**src/ethRx_consts.svh**
```systemverilog
`ifndef ETHRX_CONSTS_SVH
`define ETHRX_CONSTS_SVH

// Framing
`define ETH_SFD           8'hd5          // Start-of-frame delimiter
`define ETH_HDR_LEN       14             // Dest MAC, source MAC, ethertype

// IPv4 header window, counted from the first payload byte
`define ETH_IPV4_BEGIN    0
`define ETH_IPV4_LEN      20
`define ETH_TYPE_IPV4     16'h0800

// MAC address constants
`define MAC_BROADCAST     48'hffff_ffff_ffff
`define LCSR_CID          24'hfa610e                  // Upper 24 bits of every FPGA MAC
`define LCSR_CID_MCAST    (`LCSR_CID | 24'h010000)    // Group bit set
`define MCAST_LOW_BYTE    8'hff                       // Low byte of board multicast
`define FPGA_PS_MID       16'h0300                    // Middle 16 bits, PS interface
`define FPGA_RT_MID       16'h1394                    // Middle 16 bits, RT interface

// APB register map
`define REG_CTRL          8'h00    // R/W board id and port active
`define REG_CLEAR         8'h04    // W  clear counters and learned state
`define REG_RXCNT         8'h08    // R  frames received
`define REG_IPERR         8'h0C    // R  IPv4 checksum errors
`define REG_FWDCNT        8'h10    // R  forwards per port
`define REG_HOSTHI        8'h14    // R  host MAC [47:16]
`define REG_HOSTLO        8'h18    // R  host MAC [15:0]
`define REG_FPGATAB       8'h1C    // R  FPGA boards behind Eth1

// Register field positions
`define CTRL_ID_MSB       3
`define CTRL_ACTIVE_BIT   4

`endif

```
**src/ethRx_pkg.sv**
```systemverilog
`default_nettype none

package ethRx_pkg;

  typedef logic [7:0]  byte_t;      // One received byte
  typedef logic [47:0] macAddr_t;
  typedef logic [3:0]  boardId_t;   // FPGA board id
  typedef logic [2:0]  portMask_t;  // Bit 0 Eth2, bit 1 PS, bit 2 RT
  typedef logic [15:0] count_t;     // Statistics counter
  typedef logic [7:0]  fwdCount_t;  // Per-port forward counter

  // Receive parser states
  typedef enum logic [1:0] {
    Idle,
    Header,
    Data
  } rxState_t;

  // Ethernet header in wire order, first byte in the top bits
  typedef struct packed {
    macAddr_t    destMac;
    macAddr_t    srcMac;
    logic [15:0] etherType;
  } frameHdr_t;

  typedef struct packed {
    portMask_t route;      // Where the frame goes
    logic      ipv4Err;    // Bad IPv4 header checksum
    logic      rxErr;      // RxErr seen during the frame
    logic      broadcast;
    logic      multicast;  // Board multicast
  } frameResult_t;

  typedef struct packed {
    logic        psel;
    logic        penable;
    logic        pwrite;
    logic [7:0]  paddr;
    logic [31:0] pwdata;
  } apbReq_t;

  typedef struct packed {
    logic [31:0] prdata;
    logic        pready;
    logic        pslverr;
  } apbRsp_t;

  typedef struct packed {
    boardId_t boardId;
    logic     portActive;   // Link up, learning allowed
  } config_t;

endpackage

`default_nettype wire

```
**src/ethRxParser.sv**
```systemverilog
`timescale 1ns/1ps
`default_nettype none

`include "ethRx_consts.svh"

module ethRxParser (
  input  logic                 RxClk,
  input  logic                 reset,
  input  logic                 portActive,
  input  logic                 RxValid,
  input  ethRx_pkg::byte_t     RxD,
  input  logic                 RxErr,
  output ethRx_pkg::frameHdr_t hdr,
  output logic                 hdrDone,
  output ethRx_pkg::byte_t     dataByte,
  output logic                 dataValid,
  output logic                 frameEnd,
  output logic                 rxErrSeen
);

  localparam int ShiftW = (`ETH_HDR_LEN - 1) * 8;   // All but the last header byte
  localparam logic [3:0] HdrLast = 4'(`ETH_HDR_LEN - 1);

  ethRx_pkg::rxState_t state;
  logic [3:0]          hdrCnt;      // Header byte index
  logic [ShiftW-1:0]   hdrShift;    // Header bytes collected so far
  logic                hdrLast;     // Last header byte on RxD now

  assign hdrLast = portActive && (state == ethRx_pkg::Header) && RxValid &&
                   (hdrCnt == HdrLast);

  always_ff @(posedge RxClk) begin
    hdrDone   <= 1'b0;    // Pulses by default
    frameEnd  <= 1'b0;
    dataValid <= 1'b0;
    if (reset || !portActive) begin
      state     <= ethRx_pkg::Idle;
      hdrCnt    <= '0;
      rxErrSeen <= 1'b0;
    end else begin
      case (state)
        ethRx_pkg::Idle: begin
          // Preamble bytes are not checked, only the SFD
          if (RxValid && (RxD == `ETH_SFD)) begin
            state     <= ethRx_pkg::Header;
            hdrCnt    <= '0;
            rxErrSeen <= 1'b0;   // New frame
          end
        end
        ethRx_pkg::Header: begin
          if (!RxValid) begin
            state <= ethRx_pkg::Idle;   // Runt, drop silently
          end else begin
            hdrCnt <= hdrCnt + 4'd1;
            if (RxErr)
              rxErrSeen <= 1'b1;
            if (hdrLast) begin
              hdrDone <= 1'b1;
              state   <= ethRx_pkg::Data;
            end
          end
        end
        ethRx_pkg::Data: begin
          if (RxValid) begin
            dataValid <= 1'b1;
            if (RxErr)
              rxErrSeen <= 1'b1;
          end else begin
            frameEnd <= 1'b1;             // First idle cycle ends the frame
            state    <= ethRx_pkg::Idle;
          end
        end
        default: state <= ethRx_pkg::Idle;
      endcase
    end
  end

  // Header and payload bytes
  always_ff @(posedge RxClk) begin
    dataByte <= RxD;
    if ((state == ethRx_pkg::Header) && RxValid)
      hdrShift <= {hdrShift[ShiftW-9:0], RxD};
    if (hdrLast)
      hdr <= {hdrShift, RxD};   // Stays until the next header completes
  end

  // Frames are separated by at least two idle cycles
  assert property (@(posedge RxClk) disable iff (reset) $fell(RxValid) |=> !RxValid)
    else $error("RxValid gap shorter than two cycles");

endmodule

`default_nettype wire

```
**src/ethRxTop.sv**
```systemverilog
`timescale 1ns/1ps
`default_nettype none

module ethRxTop (
  input  logic                    RxClk,
  input  logic                    reset,
  input  logic                    RxValid,
  input  ethRx_pkg::byte_t        RxD,
  input  logic                    RxErr,
  input  ethRx_pkg::apbReq_t      apbReq,
  output ethRx_pkg::apbRsp_t      apbRsp,
  output ethRx_pkg::frameResult_t result,
  output logic                    resultValid
);

  ethRx_pkg::frameHdr_t       hdr;
  logic                       hdrDone;
  ethRx_pkg::byte_t           dataByte;
  logic                       dataValid;
  logic                       frameEnd;
  logic                       rxErrSeen;
  logic                       ipv4Bad;
  ethRx_pkg::config_t         cfg;         // From the register block
  logic                       clear;
  ethRx_pkg::macAddr_t        hostMac;     // Learned state
  logic [15:0]                fpgaTable;
  ethRx_pkg::count_t          rxCount;
  ethRx_pkg::count_t          ipErrCount;
  ethRx_pkg::fwdCount_t [2:0] fwdCount;

  ethRxParser i_parser (
    .RxClk, .reset,
    .portActive(cfg.portActive),
    .RxValid, .RxD, .RxErr,
    .hdr, .hdrDone, .dataByte, .dataValid, .frameEnd, .rxErrSeen
  );

  ipv4Checksum i_cksum (
    .RxClk, .reset,
    .start(hdrDone),   // Restart at each new header
    .dataByte, .dataValid, .ipv4Bad
  );

  routeDecision i_route (
    .RxClk, .reset, .cfg, .clear,
    .hdr, .hdrDone, .frameEnd, .ipv4Bad, .rxErrSeen,
    .result, .resultValid, .hostMac, .fpgaTable
  );

  rxCounters i_counters (
    .RxClk, .reset, .clear,
    .result, .resultValid,
    .rxCount, .ipErrCount, .fwdCount
  );

  rxRegs i_regs (
    .RxClk, .reset, .apbReq, .apbRsp,
    .rxCount, .ipErrCount, .fwdCount, .hostMac, .fpgaTable,
    .cfg, .clear
  );

endmodule

`default_nettype wire

```
**src/ipv4Checksum.sv**
```systemverilog
`timescale 1ns/1ps
`default_nettype none

`include "ethRx_consts.svh"

module ipv4Checksum (
  input  logic             RxClk,
  input  logic             reset,
  input  logic             start,
  input  ethRx_pkg::byte_t dataByte,
  input  logic             dataValid,
  output logic             ipv4Bad
);

  localparam logic [5:0] WinFirst = 6'(`ETH_IPV4_BEGIN);
  localparam logic [5:0] WinEnd   = 6'(`ETH_IPV4_BEGIN + `ETH_IPV4_LEN);

  logic [5:0]       byteIdx;   // Payload byte count, stops at WinEnd
  logic [5:0]       winIdx;    // Position inside the IPv4 header
  logic             inWin;
  ethRx_pkg::byte_t hiByte;    // Upper half of the current word
  logic [16:0]      acc;       // Sum, bit 16 is the pending carry

  assign winIdx = byteIdx - WinFirst;
  assign inWin  = (byteIdx >= WinFirst) && (byteIdx < WinEnd);

  // With the carry still pending, ffff shows up as 0ffff or 1fffe
  assign ipv4Bad = (byteIdx < WinEnd) ||
                   !((acc == 17'h0ffff) || (acc == 17'h1fffe));

  always_ff @(posedge RxClk) begin
    if (reset || start) begin
      byteIdx <= '0;
      acc     <= '0;
    end else if (dataValid && (byteIdx < WinEnd)) begin
      byteIdx <= byteIdx + 6'd1;
      if (inWin && winIdx[0])   // Low byte completes a big-endian word
        acc <= {1'b0, acc[15:0]} + {1'b0, hiByte, dataByte} + {16'd0, acc[16]};
    end
  end

  always_ff @(posedge RxClk) begin
    if (dataValid && inWin && !winIdx[0])
      hiByte <= dataByte;
  end

endmodule

`default_nettype wire

```
**src/routeDecision.sv**
```systemverilog
`timescale 1ns/1ps
`default_nettype none

`include "ethRx_consts.svh"

module routeDecision (
  input  logic                    RxClk,
  input  logic                    reset,
  input  ethRx_pkg::config_t      cfg,
  input  logic                    clear,
  input  ethRx_pkg::frameHdr_t    hdr,
  input  logic                    hdrDone,
  input  logic                    frameEnd,
  input  logic                    ipv4Bad,
  input  logic                    rxErrSeen,
  output ethRx_pkg::frameResult_t result,
  output logic                    resultValid,
  output ethRx_pkg::macAddr_t     hostMac,
  output logic [15:0]             fpgaTable
);

  ethRx_pkg::macAddr_t  psAddr;      // This board's PS address
  ethRx_pkg::macAddr_t  rtAddr;      // This board's RT address
  ethRx_pkg::macAddr_t  dest;
  logic                 isBcast;
  logic                 isMcast;
  logic                 isFpga;      // Some FPGA board
  logic                 fpgaRemote;  // Other board, not known behind Eth1
  logic                 unknownDest;
  ethRx_pkg::portMask_t routeNow;
  ethRx_pkg::portMask_t routeReg;    // Route held for frameEnd

  assign dest   = hdr.destMac;
  assign psAddr = {`LCSR_CID, `FPGA_PS_MID, 4'd0, cfg.boardId};
  assign rtAddr = {`LCSR_CID, `FPGA_RT_MID, 4'd0, cfg.boardId};

  assign isBcast = (dest == `MAC_BROADCAST);
  assign isMcast = (dest[47:24] == `LCSR_CID_MCAST) && (dest[7:0] == `MCAST_LOW_BYTE);
  assign isFpga  = (dest[47:24] == `LCSR_CID);

  assign fpgaRemote  = isFpga && (dest[3:0] != cfg.boardId) && !fpgaTable[dest[3:0]];
  assign unknownDest = (dest != psAddr) && (dest != rtAddr) && !isFpga && (dest != hostMac);

  always_comb begin
    routeNow[0] = isBcast || isMcast || fpgaRemote || unknownDest;   // Eth2
    routeNow[1] = isBcast || isMcast || (dest == psAddr);           // PS
    routeNow[2] = isBcast || isMcast || (dest == rtAddr);           // RT
  end

  // Learning, the route above still sees the old table on this edge
  always_ff @(posedge RxClk) begin
    if (reset || clear || !cfg.portActive) begin
      hostMac   <= `MAC_BROADCAST;
      fpgaTable <= '0;
    end else if (hdrDone) begin
      hostMac <= hdr.srcMac;
      if (hdr.srcMac[47:24] == `LCSR_CID)
        fpgaTable[hdr.srcMac[3:0]] <= 1'b1;   // Board sits behind Eth1
    end
  end

  always_ff @(posedge RxClk) begin
    if (reset)
      resultValid <= 1'b0;
    else
      resultValid <= frameEnd;
  end

  always_ff @(posedge RxClk) begin
    if (hdrDone)
      routeReg <= routeNow;
    if (frameEnd) begin
      result.route     <= routeReg;
      result.ipv4Err   <= ipv4Bad && (hdr.etherType == `ETH_TYPE_IPV4);  // Non-IP ignores it
      result.rxErr     <= rxErrSeen;
      result.broadcast <= isBcast;
      result.multicast <= isMcast;
    end
  end

  // Route taken at hdrDone agrees with the header still held at frameEnd
  assert property (@(posedge RxClk) disable iff (reset)
                   resultValid && result.broadcast |-> (result.route == '1))
    else $error("Broadcast result not sent to every port");

endmodule

`default_nettype wire

```
**src/rxCounters.sv**
```systemverilog
`timescale 1ns/1ps
`default_nettype none

module rxCounters (
  input  logic                          RxClk,
  input  logic                          reset,
  input  logic                          clear,
  input  ethRx_pkg::frameResult_t       result,
  input  logic                          resultValid,
  output ethRx_pkg::count_t             rxCount,
  output ethRx_pkg::count_t             ipErrCount,
  output ethRx_pkg::fwdCount_t [2:0]    fwdCount     // Eth2 in [0]
);

  localparam int NumPorts = $bits(ethRx_pkg::portMask_t);

  always_ff @(posedge RxClk) begin
    if (reset || clear) begin
      rxCount    <= '0;
      ipErrCount <= '0;
      fwdCount   <= '0;
    end else if (resultValid) begin
      // All counters stick at full scale
      if (rxCount != '1)
        rxCount <= rxCount + 1'b1;
      if (result.ipv4Err && (ipErrCount != '1))
        ipErrCount <= ipErrCount + 1'b1;
      for (int p = 0; p < NumPorts; p++) begin
        if (result.route[p] && (fwdCount[p] != '1))
          fwdCount[p] <= fwdCount[p] + 1'b1;   // One per port the frame goes to
      end
    end
  end

endmodule

`default_nettype wire

```
**src/rxRegs.sv**
```systemverilog
`timescale 1ns/1ps
`default_nettype none

`include "ethRx_consts.svh"

module rxRegs (
  input  logic                       RxClk,
  input  logic                       reset,
  input  ethRx_pkg::apbReq_t         apbReq,
  output ethRx_pkg::apbRsp_t         apbRsp,
  input  ethRx_pkg::count_t          rxCount,
  input  ethRx_pkg::count_t          ipErrCount,
  input  ethRx_pkg::fwdCount_t [2:0] fwdCount,
  input  ethRx_pkg::macAddr_t        hostMac,
  input  logic [15:0]                fpgaTable,
  output ethRx_pkg::config_t         cfg,
  output logic                       clear
);

  logic        access;     // APB access phase
  logic        readable;   // Address decodes to a readable register
  logic        writable;
  logic [31:0] rdata;

  assign access = apbReq.psel && apbReq.penable;

  // Address decode and read mux
  always_comb begin
    rdata    = '0;
    readable = 1'b1;
    writable = 1'b0;
    case (apbReq.paddr)
      `REG_CTRL: begin
        rdata    = {27'd0, cfg.portActive, cfg.boardId};
        writable = 1'b1;
      end
      `REG_CLEAR: begin
        readable = 1'b0;   // Command only
        writable = 1'b1;
      end
      `REG_RXCNT:   rdata = {16'd0, rxCount};
      `REG_IPERR:   rdata = {16'd0, ipErrCount};
      `REG_FWDCNT:  rdata = {8'd0, fwdCount};        // RT, PS, Eth2 from the top
      `REG_HOSTHI:  rdata = hostMac[47:16];
      `REG_HOSTLO:  rdata = {16'd0, hostMac[15:0]};
      `REG_FPGATAB: rdata = {16'd0, fpgaTable};
      default:      readable = 1'b0;                 // Unmapped
    endcase
  end

  // No wait states
  assign apbRsp = '{
    prdata:  rdata,
    pready:  access,
    pslverr: access && (apbReq.pwrite ? !writable : !readable)
  };

  always_ff @(posedge RxClk) begin
    if (reset) begin
      cfg   <= '0;
      clear <= 1'b0;
    end else begin
      clear <= access && apbReq.pwrite && (apbReq.paddr == `REG_CLEAR);  // Single pulse
      if (access && apbReq.pwrite && (apbReq.paddr == `REG_CTRL)) begin
        cfg.boardId    <= apbReq.pwdata[`CTRL_ID_MSB:0];
        cfg.portActive <= apbReq.pwdata[`CTRL_ACTIVE_BIT];
      end
    end
  end

  // Access phase always follows a select
  assert property (@(posedge RxClk) disable iff (reset) apbReq.penable |-> apbReq.psel)
    else $error("APB penable without psel");

endmodule

`default_nettype wire

```
**config.mk**
```make
export PLATFORM = sky130hd
export DESIGN_NAME = ethRxTop
export DESIGN_NICKNAME = d
export VERILOG_FILES = /design/src/ethRx_pkg.sv /design/src/ethRxParser.sv /design/src/ethRxTop.sv /design/src/ipv4Checksum.sv /design/src/routeDecision.sv /design/src/rxCounters.sv /design/src/rxRegs.sv
export VERILOG_INCLUDE_DIRS = /design/src
export SDC_FILE = /design/constraint.sdc
export NUM_CORES = 1
export LEC_CHECK = 0
export ABC_CLOCK_PERIOD_IN_PS = 8300
export BUFFER_PORTS_ARGS = -buffer_cell sky130_fd_sc_hd__buf_2
export CAP_MARGIN = 10
export CORE_ASPECT_RATIO = 0.5
export CORE_MARGIN = 2
export CORE_UTILIZATION = 25
export CTS_CLUSTER_SIZE = 20
export DETAILED_ROUTE_END_ITERATION = 7
export SYNTH_ARGS = -nofsm -noshare
export SYNTH_HDL_FRONTEND = slang
export SYNTH_SLANG_ARGS = --single-unit
```
**constraint.sdc**
```tcl
create_clock -name RxClk -period 8.3 [get_ports RxClk]
set_input_delay 0.415 -clock RxClk [delete_from_list [all_inputs] [get_ports RxClk]]
set_output_delay 0.415 -clock RxClk [all_outputs]
set_load 0.005 [all_outputs]
```
==> Word level (Yosys, flattened, before mapping) <==
Index checks and enable logic that the tools add are counted.
{ "classes": {"bitwise": 4, "n_reduce_logical": 64, "n_mux": 23, "addsub": 9, "n_eq_ne": 36, "magnitude_cmp": 5} }
{ "op_table": {"columns": ["op", "n"], "rows": [
  ["case mux 32 bit (7 select lines)", 1],
  ["!= test 48 bit", 3],
  ["equality test 48 bit", 2],
  ["equality test 24 bit, second input constant", 3],
  ["equality test 48 bit, second input constant", 1],
  ["adder 16 x 1 -> 16 bit, second input constant", 2],
  ["equality test 8 x 5 -> 1 bit, second input constant", 4],
  ["!= test 16 bit, second input constant", 2],
  ["logical AND 1 bit", 27],
  ["adder 8 x 1 -> 8 bit, second input constant", 3],
  ["!= test 8 bit, second input constant", 3],
  ["adder 16 x 16 -> 17 bit", 1],
  ["adder 17 x 1 -> 17 bit", 1],
  ["equality test 17 x 16 -> 1 bit, second input constant", 1],
  ["equality test 17 bit, second input constant", 1],
  ["equality test 16 x 12 -> 1 bit, second input constant", 1],
  ["equality test 8 x 4 -> 1 bit, second input constant", 2],
  ["equality test 8 bit, second input constant", 2],
  ["bitwise OR 16 bit", 1],
  ["AND reduction 2 bit", 7],
  ["logical OR 1 bit", 11],
  ["2-to-1 mux 1 bit", 11],
  ["less-than comparator 4 x 5 -> 1 bit, second input constant", 2],
  ["equality test 8 x 3 -> 1 bit, second input constant", 1],
  ["29 further kinds", 48]
]} }
{ "word_totals": {"register_bits": 402, "out_inout_bits": 42, "elab_cells": 172, "inputBits": 55} }

==> Logic depth before layout (Yosys ltp) <==
Gate-level depths: netlist of the first run.
{ "logic_depth": {"ltp_word": 7, "mapped_depth": 9, "mapped_depth_nobuf": 9} }

==> By module <==
From an unflattened synthesis of the first run, not the netlist that was laid out.
{ "unflattened": {"hier_cells": 1368, "area_unflattened_um2": 16986.3} }
{ "modules_own_cells": {"columns": ["mod", "seq_area_each_um2", "area_each_um2", "n_inst", "cells_per_inst"], "rows": [
  ["ethRxParser", 6846.6, 7263.2, 1, 291],
  ["routeDecision", 1601.5, 3633.5, 1, 366],
  ["rxCounters", 1121.1, 2860.2, 1, 338],
  ["ipv4Checksum", 700.7, 1901.8, 1, 211],
  ["rxRegs", 120.1, 1327.5, 1, 162]
]} }

==> Worst setup path after synthesis of the first run <==
OpenSTA, ideal clock, no wires.
{ "synth_path": {"path_type": "reg2reg", "from": "register i_parser.state[1]", "to": "register, netlist name i_parser.hdr[0]", "path_buffers": 0, "arrival_time_ps": 5371, "required_time_ps": 7716, "synth_period_minus_slack_ps": 5955, "path_stages_with_launch": 5, "setup_time_ps": 584, "slack_ps": 2345, "cell_sequence": "dfxtp_1 -> inv_1 -> ha_1 -> nand2_1 -> nor2_1"} }
{ "synth_between": {"elab_chain_cells": 4} }
{ "synth_rtl": {"columns": ["item", "line", "source"], "rows": [
  ["from (decl)", "ethRxParser.sv:24", "ethRx_pkg::rxState_t state;"],
  ["from (signal assigned)", "ethRxParser.sv:37", "state <= ethRx_pkg::Idle;"],
  ["from (signal assigned)", "ethRxParser.sv:45", "state <= ethRx_pkg::Header;"],
  ["from (signal assigned)", "ethRxParser.sv:52", "state <= ethRx_pkg::Idle;"],
  ["equality test 2 x 1 -> 1 bit", "ethRxParser.sv:29", "assign hdrLast = portActive && (state == ethRx_pkg::Header) && RxValid &&"],
  ["logical AND 1 bit (3 in series)", "ethRxParser.sv:29", null],
  ["net i_parser.hdrLast", "ethRxParser.sv:27", "logic hdrLast;"]
]} }
The timed path passes the listed nets, and every way through them passes these cells.
A chain may end at the register's enable or synchronous reset.

==> flow_summary.json, run 1 <==
{
  "status": "finished clean",
  "grt_pass1_wl_um": 58870,
  "vias_per_cell": 4.555,
  "synth-async-reset-ratio": 0,
  "cts_setup_buffers": 0,
  "row_count": 66,
  "slew_violations": 0,
  "drc": 0,
  "ant_nets": 0,
  "synth_top_cell_by_area": "edfxtp_1",
  "place_congestion": 0.9163,
  "start_kind": "input port",
  "cp-end-kind": "output pin",
  "grt_util_all_layers": 0.1124,
  "avgSynthCellArea_um2": 12.72,
  "clk_latency_ns": 0.55,
  "ctsLongestPathBuffers": 3,
  "clkSinkCount": 402,
  "synth.distinct_cells": 67,
  "cts_tree": "yes",
  "synth_top_area_share": 0.4310,
  "nFillCells": 6595,
  "port-buffer-count": 69,
  "numCtsBuffers": 40,
  "vias": 10350,
  "rsz0062_at_grt": "no",
  "htree_levels": 2,
  "antenna_found_initial": 0,
  "finalSetupViolations": 0,
  "max_freq_mhz": 278.0,
  "power_density_mw_per_mm2": 210.8,
  "first_pass_iters": 5,
  "synth_nets": 1365,
  "grt_pass1_vias": 9897,
  "min_period_ns": 3.597,
  "hold_viol": 0,
  "die_x_um": 365.1,
  "post_cts_resized": 0,
  "worst_slew_pin_slew_ns": 1.101,
  "hold_path_class": "input port to flip-flop",
  "ys_warn_count": 0,
  "p_leak_uw": 0.006198,
  "clock_skew_ns": 0.04417,
  "initial_core_util": 0.2518,
  "seqCellArea_mm2": 0.01039,
  "drive_above_1_share": 0.1299,
  "die-area_mm2": 0.06739,
  "clk_pin_slew_ns": 0.06,
  "setup-tns-final_ns": 0,
  "synthTopCellsByArea": "edfxtp_1 43%, dfxtp_1 21%, xor2_1 4.7%, mux2i_1 3.5%, nand2_1 2.5%",
  "worstPathRequired_ns": 7.89,
  "cts-hold-fix-buffers": 0,
  "yosysSeqAreaShare": 0.6373,
  "synthCells": 1282,
  "cp.arrival_ns": 3.18,
  "design.portCount": 97,
  "peakVddDrop_v": 0.0001308,
  "final_util": 0.2927,
  "total_power_uw": 3996,
  "crit_fanout": 25,
  "maxCapViolCount": 0,
  "cts_root_buf": "clkbuf_16",
  "synth_ff_type": "edfxtp_1",
  "netlist_area_mm2": 0.01630,
  "core_mm2": 0.06474,
  "place_hpwl_um": 27220,
  "max-slew-margin-rel": 0.2659,
  "wirelength_um": 38420,
  "grt_max_degree": 80,
  "path_class": "input port to output pin",
  "areaGrowthSynthToFinish_pct": 16.26,
  "multi_input_area_mm2": 0.005644,
  "wire_per_inst_um": 16.92,
  "synth-edff-count": 234,
  "die_y_um": 184.6,
  "overflow": 0,
  "drtIter0Drc": 828,
  "ys_seq_elements": 402,
  "finalCritPeriodShare": 0.4333,
  "nets": 1437
}
[stage by stage]
| step | std cells | cell area, µm² | hold slack, ns | setup WS (ns) |
|---|---|---|---|---|
| 2_1_floorplan | 1282 | 16300 | 0.4003 | 2.345 |
| 3_3_place_gp | 2196 | 17590 | 0.4004 | 4.808 |
| 3_5_place_dp | 2196 | 17590 | 0.4072 | 4.781 |
| 4_1_cts | 2270 | 18950 | 0.03176 | 4.778 |
| 5_1_grt | 2270 | 18950 | 0.03888 | 4.515 |
| 6_report | 2271 | 18950 | 0.04459 | 4.703 |
[cell usage in the layout, fill, tap and decap left out, drive strengths merged, types with 19 or more instances in the layout]
master and instances:
a22oi 40, mux2i 57, nand4 37, nor2 105, buf 74, nor4 27, edfxtp 234, dfxtp 168
inv 19, nand3 45, ha 26, a21oi 31, clkbuf 53, o21ai 24, nand2 109, xor2 87
[power breakdown]
part           internal [µW]  switching, µW  leakage (µW)
sequential              2090           1.62       0.00347
clock                   1100            758      0.000662
combinational           15.2           28.1       0.00207
total                   3210            787       0.00620
[flip-flops by register name, summed over array words and instances, names as in the netlist, 2 cells and up]
signal                 cells
i_cksum.acc               17
i_parser.hdrShift        104
i_parser.hdr             112
i_route.routeReg           3
i_route.hostMac           48
i_cksum.byteIdx            6
i_route.result             7
i_cksum.hiByte             8
i_counters.ipErrCount     16
i_parser.hdrCnt            4
i_parser.state             2
i_parser.dataByte          8
i_counters.rxCount        16
i_regs.cfg                 5
i_route.fpgaTable         16
i_counters.fwdCount       24
[synth_stat cells (26+ instances only)]
master and count:
edfxtp_1 234, a21oi_1 31, a22oi_1 40, nor2_1 98
ha_1 26, nand3_1 45, nand4_1 37, nand2_1 109
xor2_1 87, dfxtp_1 168, mux2i_1 57, clkbuf_1 29
nor4_1 26
[area by class of cell]
type / instances / share of cell area
clock inverter: 21 / 0.01281
multi-input combinational: 818 / 0.2978
tap: 884 / 0.05836
antenna: 1 / 0.0001320
timing repair buffer: 74 / 0.02020
clock buffer: 53 / 0.05869
inverter: 18 / 0.003697
sequential: 402 / 0.5483
[kinds of logic (layout without fill, tap and decap cells)]
logic type / after synthesis / after routing / share of synthesized area
mux: 77 / 77 / 0.05227
simple gates: 429 / 429 / 0.1365
other cells: 0 / 1 / 0
compound gates: 179 / 179 / 0.07767
fa+ha+maj: 28 / 28 / 0.02241
flops: 402 / 402 / 0.6373
buf+inv: 62 / 166 / 0.01735
xor+xnor: 105 / 105 / 0.05641
[path summary, 6_finish.rpt]
kind | from | endpoint | slack (ns) | cells after the start
max | apbReq[33] | apbRsp[15] | 4.70 | 8
max reg2reg | i_parser.state[1] | i_parser.hdr[46] | 5.26 | 5
min | RxD[1] | i_parser.dataByte[1] | 0.04 | 1
min reg2reg | i_parser.hdrShift[25] | i_parser.hdrShift[33] | 0.42 | 0
[layer usage]
layer  routed length, µm  vias up  global-route usage
li1                    -     4947                   -
met4                1317        0             0.04230
met5                   0        -                   0
met2               17980      259              0.1857
met1               17590     5062              0.1522
met3                1529       77             0.01154
[worst max-delay path, cell delays in order]
cell	delay (ns)
buf_2	0.09
or4_1	0.52
nor2_1	0.14
nand2_1	0.33
nor2_2	0.91
a22oi_1	0.41
nand3_1	0.21
buf_2	0.13
Note: power is estimated with default switching activity, not from simulation.
==> inputs of run 2 (changes only) <==
ABC_CLOCK_PERIOD_IN_PS = 2970   (was 8300)
clock period = 2.97 ns   (was 8.3 ns; I/O delays follow)
==> flow_summary.json, run 2 (synthesis results as in run 1) <==
{
  "status": "finished clean",
  "drtIter0Drc": 776,
  "grt_pass1_wl_um": 60040,
  "clock_skew_ns": 0.03225,
  "hold_path_end": "i_regs.clear",
  "worst_slack_ns": 0.4250,
  "grt_max_degree": 97,
  "holdPathStages": 3,
  "r2r-start": "i_parser.dataByte[0]",
  "place_congestion": 0.9510,
  "cp_slowest_stage_delay_ns": 0.45,
  "start_kind": "flip-flop",
  "total_power_uw": 11210,
  "mostFrequentLayoutCells": "234 x edfxtp_1, 167 x dfxtp_1, 108 x nand2_1",
  "maxCapViolCount": 0,
  "min_period_ns": 2.545,
  "cp-end-kind": "flip-flop",
  "clk_pin_slew_ns": 0.06,
  "nets": 1472,
  "wirelength_um": 39670,
  "antennaDiodeCount": 0,
  "die_x_um": 365.1,
  "worstPathRequired_ns": 3.37,
  "drive_above_1_share": 0.1398,
  "numCtsBuffers": 42,
  "antenna_found_initial": 1,
  "rsz0062_at_grt": "no",
  "crit_fanout": 5,
  "post_cts_resized": 0,
  "largestRegisters": "i_parser.hdr: 112 flops, i_parser.hdrShift: 104 flops, i_route.hostMac: 48 flops",
  "core_mm2": 0.06474,
  "final_common_cell": "edfxtp_1",
  "drc": 0,
  "setup-tns-final_ns": 0,
  "areaGrowthSynthToFinish_pct": 18.65,
  "slew_violations": 0,
  "cts_tree": "yes",
  "ant_nets": 0,
  "cpLargestDelayFamily": "compound AO/OA/AOI/OAI gates",
  "hold_viol": 0,
  "path_cells": "fa_1 > inv_1 > fa_1 > nor2b_1 > o31a_1 > o311ai_1 > nand2_1 > a221oi_1 > o22ai_1",
  "top_register": "i_parser.hdr",
  "first_pass_iters": 6,
  "critPathBufInv": 1,
  "path_common_cell": "fa_1",
  "peakVddDrop_v": 0.0003545,
  "initial_core_util": 0.2518,
  "die-area_mm2": 0.06739,
  "reg2reg_to": "i_cksum.acc[16]",
  "hold_path_class": "input port to flip-flop",
  "final_util": 0.2988,
  "die_y_um": 184.6,
  "cts_setup_buffers": 0,
  "row_count": 66,
  "largest_reg_flops": 112,
  "finalSetupViolations": 0,
  "crit_slowest_cell": "fa_1",
  "r2r_setup_slack_ns": 0.43,
  "htree_levels": 2,
  "grt_util_all_layers": 0.1147,
  "clk_latency_ns": 0.56,
  "vias_per_cell": 4.544,
  "min-delay-start": "apbReq[40]",
  "p_leak_uw": 0.006387,
  "place_hpwl_um": 28220,
  "finalCritPeriodShare": 0.8569,
  "wire_per_inst_um": 17.20,
  "port-buffer-count": 69,
  "ctsLongestPathBuffers": 3,
  "cts_root_buf": "clkbuf_16",
  "grt_pass1_vias": 10050,
  "worst_slew_pin_slew_ns": 0.9078,
  "place_ws_ns": 0.4589,
  "path_class": "flip-flop to flip-flop",
  "hold_slack_ns": 0.1252,
  "clkSinkCount": 402,
  "vias": 10480,
  "design.portCount": 97,
  "ff2ff_path_depth": 9,
  "power_density_mw_per_mm2": 579.7,
  "cp.arrival_ns": 2.95,
  "max-slew-margin-rel": 0.3933,
  "overflow": 0,
  "max_freq_mhz": 392.9
}
run 2: cell types whose count changed in the layout (fill, tap and decap cells not counted), moves of 2 or more:
cell / delta
clkinv_2: -2
buf_12: +4
clkbuf_2: +2
buf_4: +8
dlygate4sd3_1: +21
clkbuf_16: +2
clkinv_1: -2
clkbuf_8: +2
bufinv_16: -3
clkinvlp_4: +2
run 2: through the flow:
stage,cell area (µm²),cells
finish,19340,2307
global route,19340,2307
CTS,19340,2307
detailed placement,17750,2208
global placement,17750,2208
floorplan,16320,1282
run 2: routing by layer:
| metal | track usage | routed length [µm] |
|---|---|---|
| met3 | 0.01290 | 1675 |
| met2 | 0.1873 | 18540 |
| met5 | 0 | 13 |
| met1 | 0.1578 | 18320 |
| met4 | 0.03934 | 1111 |
run 2: area by class of cell:
| class | instances | area [µm²] |
|---|---|---|
| timing repair buffer | 107 | 733.2 |
| fill | 6518 | 45400 |
| multi-input combinational | 818 | 5654 |
| clock inverter | 18 | 182.7 |
| tap | 884 | 1106 |
| inverter | 18 | 71.32 |
| clock buffer | 60 | 1204 |
| sequential | 402 | 10390 |
run 2: repair_timing:
action / CTS / global route
setup endpoints to repair: 0 / 0
hold buffers: 21 / 0
hold endpoints to repair: 34 / 0
run 2: worst max-delay path by stage:
stage / startpoint / endpoint / slack (ns) / depth (start not counted)
after floorplan: i_parser.state[1] / i_parser.hdrCnt[3] / 0.01 / 8
after global placement: i_parser.dataByte[0] / i_cksum.acc[16] / 0.52 / 9
after detailed placement: i_parser.dataByte[0] / i_cksum.acc[16] / 0.46 / 9
after CTS: i_cksum.acc[0] / i_cksum.acc[16] / 0.44 / 9
after global routing: i_cksum.acc[0] / i_cksum.acc[16] / 0.24 / 9
final: i_parser.dataByte[0] / i_cksum.acc[16] / 0.43 / 9
run 2: tightest hold or removal path, stage by stage:
cell,delay (ns)
buf_2,0.11
nand3_1,0.24
nor3_1,0.12
run 2: power breakdown:
group / total, µW / switching [µW] / internal, µW
clock: 5220 / 2190 / 3030
sequential: 5840 / 4.44 / 5840
combinational: 143 / 85.0 / 58.5
total: 11200 / 2280 / 8930
